File: config.mk
export PLATFORM = sky130hd
export DESIGN_NAME = sd_sampler
export DESIGN_NICKNAME = d
export VERILOG_FILES = /design/src/hdl/sd_pkg.sv /design/src/hdl/sd_gates.sv /design/src/hdl/sd_timing_gen.sv /design/src/hdl/sd_sampler_7.sv /design/src/hdl/sd_sampler.sv
export SDC_FILE = /design/constraint.sdc
export NUM_CORES = 1
export LEC_CHECK = 0
export ABC_AREA = 1
export BUFFER_PORTS_ARGS = -buffer_cell sky130_fd_sc_hd__buf_4
export CAP_MARGIN = 40
export CORE_ASPECT_RATIO = 0.75
export CORE_UTILIZATION = 44
export DETAILED_ROUTE_END_ITERATION = 12
export PLACE_DENSITY_LB_ADDON = 0.3
export RECOVER_POWER = 25
export SLEW_MARGIN = 25
export SYNTH_ARGS = -nofsm -noshare
export SYNTH_HDL_FRONTEND = slang
export SYNTH_HIERARCHICAL = 1
export SYNTH_SLANG_ARGS = --single-unit
export TNS_END_PERCENT = 100
File: constraint.sdc
create_clock -name sim_clk -period 1.08 [get_ports sim_clk]
set_input_delay 0 -clock sim_clk [delete_from_list [all_inputs] [get_ports sim_clk]]
set_output_delay 0 -clock sim_clk [all_outputs]
set_load 0.02 [all_outputs]
File: src/hdl/sd_pkg.sv
package sd_pkg;

    // phase of the timing word.
    // the five pulse phases come first, in firing order, so the
    // sequencer can step through them by adding one.
    typedef enum logic [2:0] {
        ph_v1   = 3'd0,
        ph_w2   = 3'd1,
        ph_x1   = 3'd2,
        ph_y7   = 3'd3,
        ph_z2   = 3'd4,
        ph_idle = 3'd5
    } sd_phase_t;

    // number of pulse phases in one timing word.
    parameter int phase_count = 5;

    // reset levels for the clocked inverter.
    // the ml side of a memory-load cell comes out of reset low and
    // its complement comes out high.
    parameter logic inv_reset_high = 1'b1;
    parameter logic inv_reset_low  = 1'b0;

endpackage

File: src/hdl/sd_gates.sv
`timescale 1ns/10ps

// inverting receiver with one cycle of delay.
module dia (
    output logic y,
    input  logic a,
    input  logic sim_clk,
    input  logic rst
);

    always_ff @(posedge sim_clk) begin
        if (rst) begin
            y <= 1'b1;
        end else begin
            y <= ~a;
        end
    end

endmodule

// slower timing-strobe receiver, two register stages deep.
module dib (
    output logic y,
    input  logic a,
    input  logic sim_clk,
    input  logic rst
);

    logic a_q;

    // first stage holds the raw level, second stage inverts it.
    always_ff @(posedge sim_clk) begin
        if (rst) begin
            a_q <= 1'b0;
            y   <= 1'b1;
        end else begin
            a_q <= a;
            y   <= ~a_q;
        end
    end

endmodule

// clocked inverter with a selectable reset level.
module inv #(
    parameter logic init = sd_pkg::inv_reset_high
) (
    output logic y,
    input  logic a,
    input  logic sim_clk,
    input  logic rst
);

    always_ff @(posedge sim_clk) begin
        if (rst) begin
            y <= init;
        end else begin
            y <= ~a;
        end
    end

endmodule

File: src/hdl/sd_timing_gen.sv
`timescale 1ns/10ps

module sd_timing_gen #(
    parameter int unsigned idle_cycles = 2
) (
    input  logic sim_clk,
    input  logic rst,
    output logic v1,
    output logic w2,
    output logic x1,
    output logic y7,
    output logic z2
);

    localparam int cnt_w = (idle_cycles > 1) ? $clog2(idle_cycles) : 1;
    localparam logic [cnt_w-1:0] idle_last = cnt_w'(idle_cycles - 1);

    // last pulse phase before the idle gap.
    localparam sd_pkg::sd_phase_t last_phase =
        sd_pkg::sd_phase_t'(sd_pkg::phase_count - 1);

    sd_pkg::sd_phase_t state;
    logic [cnt_w-1:0]  idle_cnt;

    // pulses are decoded from the state and registered, so each
    // one is high for exactly one cycle and never overlaps another.
    always_ff @(posedge sim_clk) begin
        if (rst) begin
            state    <= sd_pkg::ph_v1;
            idle_cnt <= '0;
            v1       <= 1'b0;
            w2       <= 1'b0;
            x1       <= 1'b0;
            y7       <= 1'b0;
            z2       <= 1'b0;
        end else begin
            v1 <= (state == sd_pkg::ph_v1);
            w2 <= (state == sd_pkg::ph_w2);
            x1 <= (state == sd_pkg::ph_x1);
            y7 <= (state == sd_pkg::ph_y7);
            z2 <= (state == sd_pkg::ph_z2);

            if (state == sd_pkg::ph_idle) begin
                // all pulses low for idle_cycles cycles.
                if (idle_cnt == idle_last) begin
                    state    <= sd_pkg::ph_v1;
                    idle_cnt <= '0;
                end else begin
                    idle_cnt <= idle_cnt + 1'b1;
                end
            end else if (state == last_phase) begin
                // with no gap the word restarts straight away.
                state <= (idle_cycles == 0) ? sd_pkg::ph_v1 : sd_pkg::ph_idle;
            end else begin
                state <= sd_pkg::sd_phase_t'(state + 3'd1);
            end
        end
    end

endmodule

File: src/hdl/sd_sampler_7.sv
`timescale 1ns/10ps

module sd_sampler_7 (
    input  logic sim_clk,
    input  logic rst,

    input  logic v1,
    input  logic w2,
    input  logic x1,
    input  logic y7,
    input  logic z2,

    input  logic c4rdn,
    input  logic cr13,
    input  logic cr14,
    input  logic crcav,
    input  logic diad,
    input  logic din9,
    input  logic din10,
    input  logic din23,
    input  logic din24,
    input  logic dis7,
    input  logic dis8,
    input  logic disa,
    input  logic g5dvn,
    input  logic g6dv,
    input  logic g6dvn,
    input  logic g7dv,
    input  logic gc13,
    input  logic gc14,
    input  logic icsd,
    input  logic icsdn,
    input  logic mlav,
    input  logic paav,
    input  logic pbg2v,
    input  logic pcg2v,
    input  logic resmv,
    input  logic ssa,
    input  logic ssfb1,
    input  logic tsa,

    input  logic ts9,
    input  logic ts10,

    output logic ml13,
    output logic ml14
);

    logic din9_n;
    logic din10_n;
    logic din23_n;
    logic din24_n;
    logic cr13_n;
    logic cr14_n;
    logic gc13_n;
    logic gc14_n;
    logic dis7_n;
    logic dis8_n;
    logic ssfb1_n;
    logic ts9_n;
    logic ts10_n;

    logic ml13_n;
    logic ml14_n;
    logic s13;
    logic s14;
    logic c13;
    logic c14;

    // bit 13 receivers.
    dia a3a  (.y(din9_n),  .a(din9),  .sim_clk(sim_clk), .rst(rst));
    dia a7a  (.y(cr13_n),  .a(cr13),  .sim_clk(sim_clk), .rst(rst));
    dia a21a (.y(gc13_n),  .a(gc13),  .sim_clk(sim_clk), .rst(rst));
    dia a2a  (.y(din23_n), .a(din23), .sim_clk(sim_clk), .rst(rst));
    dia a1a  (.y(dis7_n),  .a(dis7),  .sim_clk(sim_clk), .rst(rst));
    dib a15a (.y(ts9_n),   .a(ts9),   .sim_clk(sim_clk), .rst(rst));

    // bit 14 receivers, plus the ss feedback line.
    dia a3b  (.y(din10_n), .a(din10), .sim_clk(sim_clk), .rst(rst));
    dia a7b  (.y(cr14_n),  .a(cr14),  .sim_clk(sim_clk), .rst(rst));
    dia a14a (.y(ssfb1_n), .a(ssfb1), .sim_clk(sim_clk), .rst(rst));
    dia a21b (.y(gc14_n),  .a(gc14),  .sim_clk(sim_clk), .rst(rst));
    dia a2b  (.y(din24_n), .a(din24), .sim_clk(sim_clk), .rst(rst));
    dia a1b  (.y(dis8_n),  .a(dis8),  .sim_clk(sim_clk), .rst(rst));
    dib a15b (.y(ts10_n),  .a(ts10),  .sim_clk(sim_clk), .rst(rst));

    // set network for bit 13, one product per load path.
    assign s13 = (y7 & din9_n & pbg2v & diad)
               | (y7 & ~g6dv & c4rdn & paav & g5dvn)
               | (x1 & cr13_n & icsd & pcg2v & crcav)
               | (x1 & gc13_n & crcav & pcg2v & icsdn)
               | (x1 & din23_n & diad & pcg2v)
               | (w2 & dis7_n & pcg2v & disa)
               | (w2 & pcg2v & ts9_n & tsa)
               | (v1 & ml13_n);

    // clear network, also the hold for a set bit's complement.
    assign c13 = (v1 & ml13) | (z2 & resmv & mlav);

    // bit 14 carries the extra ss term.
    assign s14 = (y7 & din10_n & pbg2v & diad)
               | (y7 & ~g7dv & c4rdn & paav & g6dvn)
               | (y7 & ssfb1_n & ssa & pbg2v)
               | (x1 & cr14_n & icsd & pcg2v & crcav)
               | (x1 & gc14_n & crcav & pcg2v & icsdn)
               | (x1 & din24_n & diad & pcg2v)
               | (w2 & dis8_n & pcg2v & disa)
               | (w2 & pcg2v & ts10_n & tsa)
               | (v1 & ml14_n);

    assign c14 = (v1 & ml14) | (z2 & resmv & mlav);

    // cross-coupled memory-load cells.
    inv #(.init(sd_pkg::inv_reset_low)) a25c (
        .y(ml13), .a(s13), .sim_clk(sim_clk), .rst(rst)
    );
    inv #(.init(sd_pkg::inv_reset_high)) a24c (
        .y(ml13_n), .a(c13), .sim_clk(sim_clk), .rst(rst)
    );
    inv #(.init(sd_pkg::inv_reset_low)) a25f (
        .y(ml14), .a(s14), .sim_clk(sim_clk), .rst(rst)
    );
    inv #(.init(sd_pkg::inv_reset_high)) a24f (
        .y(ml14_n), .a(c14), .sim_clk(sim_clk), .rst(rst)
    );

endmodule

File: src/hdl/sd_sampler.sv
`timescale 1ns/10ps

module sd_sampler #(
    parameter int unsigned idle_cycles = 2
) (
    input  logic sim_clk,
    input  logic rst,

    input  logic c4rdn,
    input  logic cr13,
    input  logic cr14,
    input  logic crcav,
    input  logic diad,
    input  logic din9,
    input  logic din10,
    input  logic din23,
    input  logic din24,
    input  logic dis7,
    input  logic dis8,
    input  logic disa,
    input  logic g5dvn,
    input  logic g6dv,
    input  logic g6dvn,
    input  logic g7dv,
    input  logic gc13,
    input  logic gc14,
    input  logic icsd,
    input  logic icsdn,
    input  logic mlav,
    input  logic paav,
    input  logic pbg2v,
    input  logic pcg2v,
    input  logic resmv,
    input  logic ssa,
    input  logic ssfb1,
    input  logic tsa,
    input  logic ts9,
    input  logic ts10,

    output logic ml13,
    output logic ml14
);

    logic v1;
    logic w2;
    logic x1;
    logic y7;
    logic z2;

    sd_timing_gen #(
        .idle_cycles(idle_cycles)
    ) u_timing (
        .sim_clk (sim_clk),
        .rst     (rst),
        .v1      (v1),
        .w2      (w2),
        .x1      (x1),
        .y7      (y7),
        .z2      (z2)
    );

    // the slice sees the phase pulses one cycle after they are decoded.
    sd_sampler_7 u_slice (
        .sim_clk (sim_clk),
        .rst     (rst),
        .v1      (v1),
        .w2      (w2),
        .x1      (x1),
        .y7      (y7),
        .z2      (z2),
        .c4rdn   (c4rdn),
        .cr13    (cr13),
        .cr14    (cr14),
        .crcav   (crcav),
        .diad    (diad),
        .din9    (din9),
        .din10   (din10),
        .din23   (din23),
        .din24   (din24),
        .dis7    (dis7),
        .dis8    (dis8),
        .disa    (disa),
        .g5dvn   (g5dvn),
        .g6dv    (g6dv),
        .g6dvn   (g6dvn),
        .g7dv    (g7dv),
        .gc13    (gc13),
        .gc14    (gc14),
        .icsd    (icsd),
        .icsdn   (icsdn),
        .mlav    (mlav),
        .paav    (paav),
        .pbg2v   (pbg2v),
        .pcg2v   (pcg2v),
        .resmv   (resmv),
        .ssa     (ssa),
        .ssfb1   (ssfb1),
        .tsa     (tsa),
        .ts9     (ts9),
        .ts10    (ts10),
        .ml13    (ml13),
        .ml14    (ml14)
    );

endmodule

# After elaboration in Yosys (flattened, before gate mapping)
# Cells that the tools add are included.
[word_totals]
ff_bits = 28
input_bits = 32
output_inout_bits = 2
word_cells = 131
[op_classes]
add_sub_neg = 2
n_eq_ne = 6
n_mux = 4
bitwise_logic = 92
n_reduce_logical = 1
[op_table]
columns = ["cell", "n"]
rows = [
  ["bitwise AND 1 bit", 56],
  ["inverter 1 bit", 19],
  ["bitwise OR 1 bit", 17],
  ["two-way mux 3 bit", 3],
  ["equality test 3 x 2 -> 1 bit, second input constant", 2],
  ["equality test 3 bit, second input constant", 2],
  ["adder 3 x 1 -> 3 bit, second input constant", 1],
  ["equality test 3 x 1 -> 1 bit, second input constant", 1],
  ["logical NOT 3 bit", 1],
  ["inequality test 2 x 1 -> 1 bit, second input constant", 1],
  ["adder 1 bit, second input constant", 1],
  ["two-way mux 1 bit", 1],
]

# Depth between registers and ports, before layout
# Gate-level depths: netlist of run 1.
[depth]
depth_word = 14
ltp_mapped = 7
mapped_depth_nobuf = 7

# By module
# Netlist of run 1, hierarchy kept.
[by_module_without_submodules]
columns = ["module", "n_inst", "cells_each", "area_per_inst_um2", "seq_area_each_um2"]
rows = [
  ["sd_timing_gen", 1, 43, 371.6, 180.2],
  ["dia", 11, 3, 27.5, 20.0],
  ["sd_sampler_7", 1, 51, 205.2, 0.0],
  ["dib", 2, 6, 55.1, 40.0],
  ["inv (u_slice.a24c ...)", 2, 3, 27.5, 20.0],
  ["inv (u_slice.a25c ...)", 2, 2, 23.8, 20.0],
]

# Least setup slack after synthesis of run 1
# No wires, ideal clock.
[synth_timing]
path_kind = "register to register"
startpoint = "reg u_timing.state[0]"
endpoint = "reg u_timing.state[2]"
setup_ps = 70
arrival_time_ps = 968
t_required_ps = 1010
slack_ps = 42
path_stages_with_launch = 6
path_buffers = 0
period_less_slack_ps = 1038
cell_sequence = "dfxtp_1 -> ha_1 -> ha_1 -> nand2_1 -> nand2_1 -> a21oi_1"
[synth_via]
elab_chain_len = 3
word_cells_on_any_way = 6
cone_classes = "add/sub: 1; eq/ne: 3; mux: 2"
[synth_lines]
columns = ["element", "line_no", "source"]
rows = [
  ["start, declared", "sd_timing_gen.sv:22", "sd_pkg::sd_phase_t state;"],
  ["start signal, assigned", "sd_timing_gen.sv:29", "state <= sd_pkg::ph_v1;"],
  ["start signal, assigned", "sd_timing_gen.sv:46", "state <= sd_pkg::ph_v1;"],
  ["start signal, assigned", "sd_timing_gen.sv:53", "state <= (idle_cycles == 0) ? sd_pkg::ph_v1 : sd_pkg::ph_idle;"],
  ["adder 3 x 1 -> 3 bit or equality test 3 bit (tied branches)", "sd_timing_gen.sv:55, sd_timing_gen.sv:51", ""],
  ["two-way mux 3 bit", "sd_timing_gen.sv:51", "end else if (state == last_phase) begin"],
  ["two-way mux 3 bit", "sd_timing_gen.sv:43", "if (state == sd_pkg::ph_idle) begin"],
]
# Parallel ways exist; a longest one is shown, timed or not.
# A chain may end at the register's enable or synchronous reset.

# Worst setup path in the final report of run 1
# Same ends and word-level chain as after synthesis.

==> results of run 1 <==
[path summary, 6_finish.rpt]
path,from,to,slack [ps],depth (start not counted)
min reg2reg,u_slice/a15a/a_q,u_slice/a15a/y,400,1
max reg2reg,u_timing/state[0],u_timing/state[2],20,5
max,u_timing/state[0],u_timing/state[2],20,5
min,pcg2v,u_slice/a25f/y,30,6
[through the flow]
stage	area, µm²	hold slack [ps]	TNS (ps)	total power, mW
floorplan	1090	66.7	0	1.63
global placement	1390	165	0	1.84
detailed placement	1390	169	-236	1.88
CTS	1640	16.7	0	2.66
global route	1670	32.8	-4.91	2.89
finish	1670	29.4	0	2.73
[per-layer routing]
layer	track usage (%)	part of all wire, %	up-vias	wire [µm]
met5	0	0	-	0
met4	4.19	0.56	0	14
met3	6.02	4.9	2	122
met2	39.8	52	30	1290
met1	20.6	43	427	1060
li1	-	-	550	-
[timing repair]
item | in CTS | in global routing
pin swaps | 2 | 4
hold endpoints to repair | 17 | 0
setup endpoints to repair | 4 | 4
setup buffers | 1 | 0
hold buffers | 16 | 0
gates resized for setup | 9 | 6
[Yosys cell counts (all sizes together)]
library cell,instances
a21boi,2
a21oi,4
buf,1
dfxtp,28
ha,5
inv,27
nand2,63
nand3,6
nand4,2
nor2,10
o21ai,1
[cell type report]
class	count	area, µm²
flip-flops and latches	28	568
inverters	27	101
clock buffers	3	22.5
well taps	34	42.5
clock inverters	1	30.0
repair buffers	51	423
fillers	187	658
multi-input cells	93	482
[logic make-up (layout without fill, tap and decap cells)]
family,Yosys count,after routing,share of synthesized area (%)
and+or+nand+nor,81,81,29.2
DFF,28,28,51.3
buffers and inverters,28,82,9.74
AOI/OAI and AO/OA,7,7,4.01
adders and majority gates,5,5,5.73
[cell usage in the layout (no fill, tap or decap)]
cell / count
inv_1: 25
dfxtp_4: 2
a21oi_1: 2
a21oi_2: 2
a21boi_0: 2
dlygate4sd3_1: 16
inv_2: 2
ha_4: 4
nand2_1: 61
ha_1: 1
nand4_1: 2
nand3_1: 6
dfxtp_1: 26
clkbuf_4: 3
nand2_2: 2
bufinv_16: 1
o21ai_0: 1
buf_4: 35
nor2_1: 10
[tightest hold or removal path, cell delays in order]
cell and delay (ps):
buf_4 90, nand2_1 40, inv_1 60, nand2_1 50, nand3_1 60, nor2_1 40
[report_power, final]
| part | leakage (nW) | switching (mW) | total [mW] | internal (mW) |
|---|---|---|---|---|
| sequential | 0.233 | 0.0966 | 1.28 | 1.19 |
| clock | 0.0279 | 0.299 | 0.674 | 0.375 |
| combinational | 0.615 | 0.386 | 0.773 | 0.387 |
==> impl_metrics.json, run 1 <==
{
  "ios": 34,
  "clk_transition_reported_paths_ps": 150,
  "crit_family": "adder cells",
  "fmax_mhz": 943,
  "wl_per_cell_um": 10.5,
  "antenna_left": 0,
  "synth_area_um2": 1090,
  "start_util_pct": 46.9,
  "insertion_delay_ps": 330,
  "die_w_um": 59.5,
  "vias_per_cell": 4.26,
  "max_slew.worst_pin.slew_ps": 282,
  "dpl.cell_count": 216,
  "peakVddDrop_v": 0.00123,
  "finalWeightedCongestion": 0.754,
  "p_leak_nw": 0.876,
  "slowest_delay_ps": 400,
  "maxCapViolCount": 0,
  "finalCritPeriodShare_pct": 98.2,
  "grt_use_total_pct": 19.9,
  "arrival_ps": 1290,
  "cts_buffers": 3,
  "vias": 1009,
  "cts_sinks": 28,
  "avgSynthCellArea_um2": 7.33,
  "htree_levels": 1,
  "yosys.area.top_type": "dfxtp_1",
  "slew_viol_final": 0,
  "core_um2": 2330,
  "portBuffers": 33,
  "root_buffer": "clkbuf_4",
  "antenna_found_initial": 0,
  "synthDistinctLibCells": 13,
  "outcome": "complete, no violations",
  "detailedPlacementHpwl_um": 1530,
  "worstPathCellList": "ha_4 -> ha_4 -> nand2_1 -> nand2_1 -> a21oi_1",
  "routed_wirelength_um": 2490,
  "place_ws_ps": -92.6,
  "drc": 0,
  "fin_crit_ps": 1060,
  "p_per_area_nw_per_um2": 1630,
  "hold_path.class": "in -> reg",
  "cts.path.max_buffers": 2,
  "diodes": 0,
  "yosysTopAreaCellShare_pct": 51.3,
  "first_pass_iters": 4,
  "skew_ps": 13.0,
  "largest_reg_flops": 3,
  "drive_above_1_share_pct": 25.1,
  "end_kind": "flop",
  "dieArea_um2": 2690,
  "hold_viol": 0,
  "placementRows": 15,
  "grt_overflow_total": 0,
  "fin_ws_ps": 19.9,
  "areaGrowthSynthToFinish_pct": 52.8,
  "path_buf_inv": 0,
  "ys_seq_area_share_pct": 51.3,
  "syn-num-nets": 186,
  "die_h_um": 45.2,
  "relSlewSlack_pct": 81.2,
  "yosys-top-cells-area": "dfxtp_1 51%, nand2_1 21%, inv_1 9.3%",
  "final_util_pct": 71.7,
  "cts_tree": "done",
  "top_register": "u_timing/state",
  "dr.first_iter.drc_count": 35,
  "grt_pass1_wl_um": 3820,
  "yosys_warnings": 6,
  "grt_max_degree": 29,
  "nets": 241,
  "instances_no_fill": 237,
  "required_ps": 1310,
  "crit_type": "reg -> reg",
  "report.final.setup_viol": 0,
  "ys_ff_latch": 28,
  "grt_pass1_vias": 944,
  "synthCells": 149,
  "slowest_stage": "dfxtp_4",
  "crit_fanout": 4,
  "worst_setup_path_start_kind": "flop"
}
Note: power is estimated with default switching activity, not from simulation.
==> inputs of run 2 (changes only) <==
--- a/config.mk
+++ b/config.mk
@@ -9,13 +9,12 @@
 export BUFFER_PORTS_ARGS = -buffer_cell sky130_fd_sc_hd__buf_4
 export CAP_MARGIN = 40
 export CORE_ASPECT_RATIO = 0.75
-export CORE_UTILIZATION = 44
+export CORE_UTILIZATION = 43
 export DETAILED_ROUTE_END_ITERATION = 12
 export PLACE_DENSITY_LB_ADDON = 0.3
 export RECOVER_POWER = 25
 export SLEW_MARGIN = 25
 export SYNTH_ARGS = -nofsm -noshare
 export SYNTH_HDL_FRONTEND = slang
-export SYNTH_HIERARCHICAL = 1
 export SYNTH_SLANG_ARGS = --single-unit
 export TNS_END_PERCENT = 100
==> run 2 against run 1 <==
The flow now finishes with violations (negative hold slack). Die area fell by 1.6%. Non-clock buffer count rose by 3. First-iteration DRC count fell by 37%. Sequential share of layout area rose by 0.38 points. Highest routed layer unchanged. Global-route usage fell by 0.76 points. Synthesized area fell by 3.9%. Sequential power barely moved. Core utilization rose by 0.26 points. Critical path type unchanged. Critical path depth did not move.
==> impl_metrics.json, run 2 <==
{
  "hold_viol": 11,
  "cts_buffers": 3,
  "report.final.setup_viol": 0,
  "r2r_cells": 5,
  "ios": 34,
  "grt_overflow_total": 0,
  "maxCapViolCount": 0,
  "core_um2": 2310,
  "fmax_mhz": 938,
  "synth_async_sr_flop_share_pct": 0,
  "first_pass_iters": 4,
  "crit_fanout": 4,
  "dr.first_iter.drc_count": 22,
  "top_register": "u_timing.state",
  "final_common_cell": "nand2_1",
  "ff2ff_setup_slack_ps": 10,
  "cts.path.max_buffers": 2,
  "regArea_um2": 572,
  "ys_seq_area_share_pct": 53.4,
  "synth_commonest_cells": "59 x nand2_1, 28 x dfxtp_1, 14 x nor2_1",
  "die_w_um": 59.1,
  "synthDistinctLibCells": 13,
  "yosysTopAreaCellShare_pct": 53.4,
  "routed_wirelength_um": 2230,
  "synth.most_common_cell": "nand2_1",
  "ys.flop_type": "dfxtp_1",
  "nFillCells": 185,
  "yosys.area.top_type": "dfxtp_1",
  "root_buffer": "clkbuf_4",
  "antenna_found_initial": 0,
  "timing.hold.ws_ps": -96.5,
  "portBuffers": 33,
  "r2r_end": "u_timing.state[2]",
  "ys_ff_latch": 28,
  "synth_edf_count": 0,
  "skew_ps": 19.3,
  "yosys_warnings": 0,
  "finalCritPeriodShare_pct": 98.7,
  "slew_viol_final": 0,
  "violations": "negative hold slack",
  "synth_area_um2": 1050,
  "synthCells": 135,
  "detailedPlacementHpwl_um": 1450,
  "drc": 0,
  "dieArea_um2": 2650,
  "diodes": 0,
  "start_util_pct": 45.5,
  "crit_type": "reg -> reg",
  "vias_per_cell": 4.44,
  "peakVddDrop_v": 0.00118,
  "cts_tree": "done",
  "syn-num-nets": 172,
  "areaGrowthSynthToFinish_pct": 58.3,
  "placementRows": 15,
  "insertion_delay_ps": 330,
  "worst_setup_path_start_kind": "flop",
  "end_kind": "flop",
  "grt_setup_unrepaired": "true",
  "hp-start": "rst",
  "cts_sinks": 28,
  "yosys-top-cells-area": "dfxtp_1 53%, nand2_1 21%, ha_1 6.0%",
  "power.total_mw": 2.71,
  "fin_ws_ps": 14.4,
  "final_cell_mix": "57 x nand2_1, 29 x buf_4, 25 x dfxtp_1",
  "nets": 229,
  "place_ws_ps": -49.5,
  "hold_path.class": "in -> reg",
  "arrival_ps": 1310,
  "grt_pass1_wl_um": 3630,
  "hold_end": "u_timing.state[1]",
  "vias": 998,
  "grt_max_degree": 17,
  "rr_startpoint": "u_timing.state[1]",
  "cts_hold_buf": 21,
  "whs_path_depth": 2,
  "outcome": "finished, violations left",
  "max_slew.worst_pin.slew_ps": 164,
  "p_leak_nw": 0.803,
  "largest_reg_flops": 3,
  "finalWeightedCongestion": 0.736,
  "die_h_um": 44.8,
  "p_per_area_nw_per_um2": 1630,
  "fin_crit_ps": 1070,
  "drive_above_1_share_pct": 30.9,
  "multiInputGateArea_um2": 494,
  "relSlewSlack_pct": 89.0,
  "avgSynthCellArea_um2": 7.78,
  "grt_use_total_pct": 19.2,
  "grt_pass1_vias": 922,
  "htree_levels": 1,
  "required_ps": 1320,
  "clk_transition_reported_paths_ps": 150,
  "wl_per_cell_um": 9.92,
  "antenna_left": 0
}
-- run 2: report_power, final --
group          switching [mW]  total [mW]  internal, mW
Combinational           0.361       0.732         0.371
Clock                   0.292       0.668         0.376
Sequential              0.116        1.31          1.19
Total                   0.769        2.71          1.94
-- run 2: repair_timing --
action | in CTS | in global routing
pin swaps | 2 | 3
resized for setup | 10 | 10
hold endpoints to repair | 26 | 11
setup endpoints to repair | 4 | 6
buffers inserted | 1 | 0
-- run 2: cell families after synthesis --
logic type | synth area share, %
adders and majority gates | 5.96
and+or+nand+nor | 30.2
AOI/OAI and AO/OA | 5.24
buffers and inverters | 5.25
DFF | 53.4
-- run 2: worst max-delay path by stage --
stage                       from           endpoint  slack, ps  cells past startpoint
3_3_place_gp   u_timing.state[0]  u_timing.state[2]         10                      5
2_1_floorplan  u_timing.state[0]  u_timing.state[2]         40                      5
3_5_place_dp   u_timing.state[0]  u_timing.state[1]        -50                      5
4_1_cts        u_timing.state[0]  u_timing.state[2]         -5                      5
6_report       u_timing.state[1]  u_timing.state[2]         10                      5
5_1_grt        u_timing.state[1]  u_timing.state[0]        -50                      6
-- run 2: per-stage QoR --
stage	instance area [µm²]	setup TNS, ps	std cells	utilization, %	hold slack, ps
6_report	1660	0	225	72.0	-96.5
4_1_cts	1640	-5.15	227	70.9	-107
3_3_place_gp	1340	0	201	57.9	165
3_5_place_dp	1340	-120	201	57.9	168
5_1_grt	1660	-131	225	72.0	-109
2_1_floorplan	1050	0	135	-	62.4
-- run 2: critical path, cell delays in order (launching register included) --
cell,delay (ps)
dfxtp_4,400
ha_4,160
ha_4,250
nand2_1,40
nand2_1,70
a21oi_2,60
-- run 2: cell type report --
type	instances	share of cell area [%]
flip-flops and latches	28	34.4
repair buffers	54	27.3
multi-input cells	93	29.7
clock inverters	1	1.81
well taps	34	2.56
clock buffers	3	1.36
inverters	12	2.86
-- run 2: metal layers --
| metal | vias up | share of wire [%] | track usage, % |
|---|---|---|---|
| met5 | - | 0 | 0 |
| met1 | 435 | 44 | 20.6 |
| met4 | 0 | 3.9 | 8.57 |
| met2 | 31 | 47 | 35.0 |
| li1 | 521 | - | - |
| met3 | 11 | 5.0 | 6.02 |
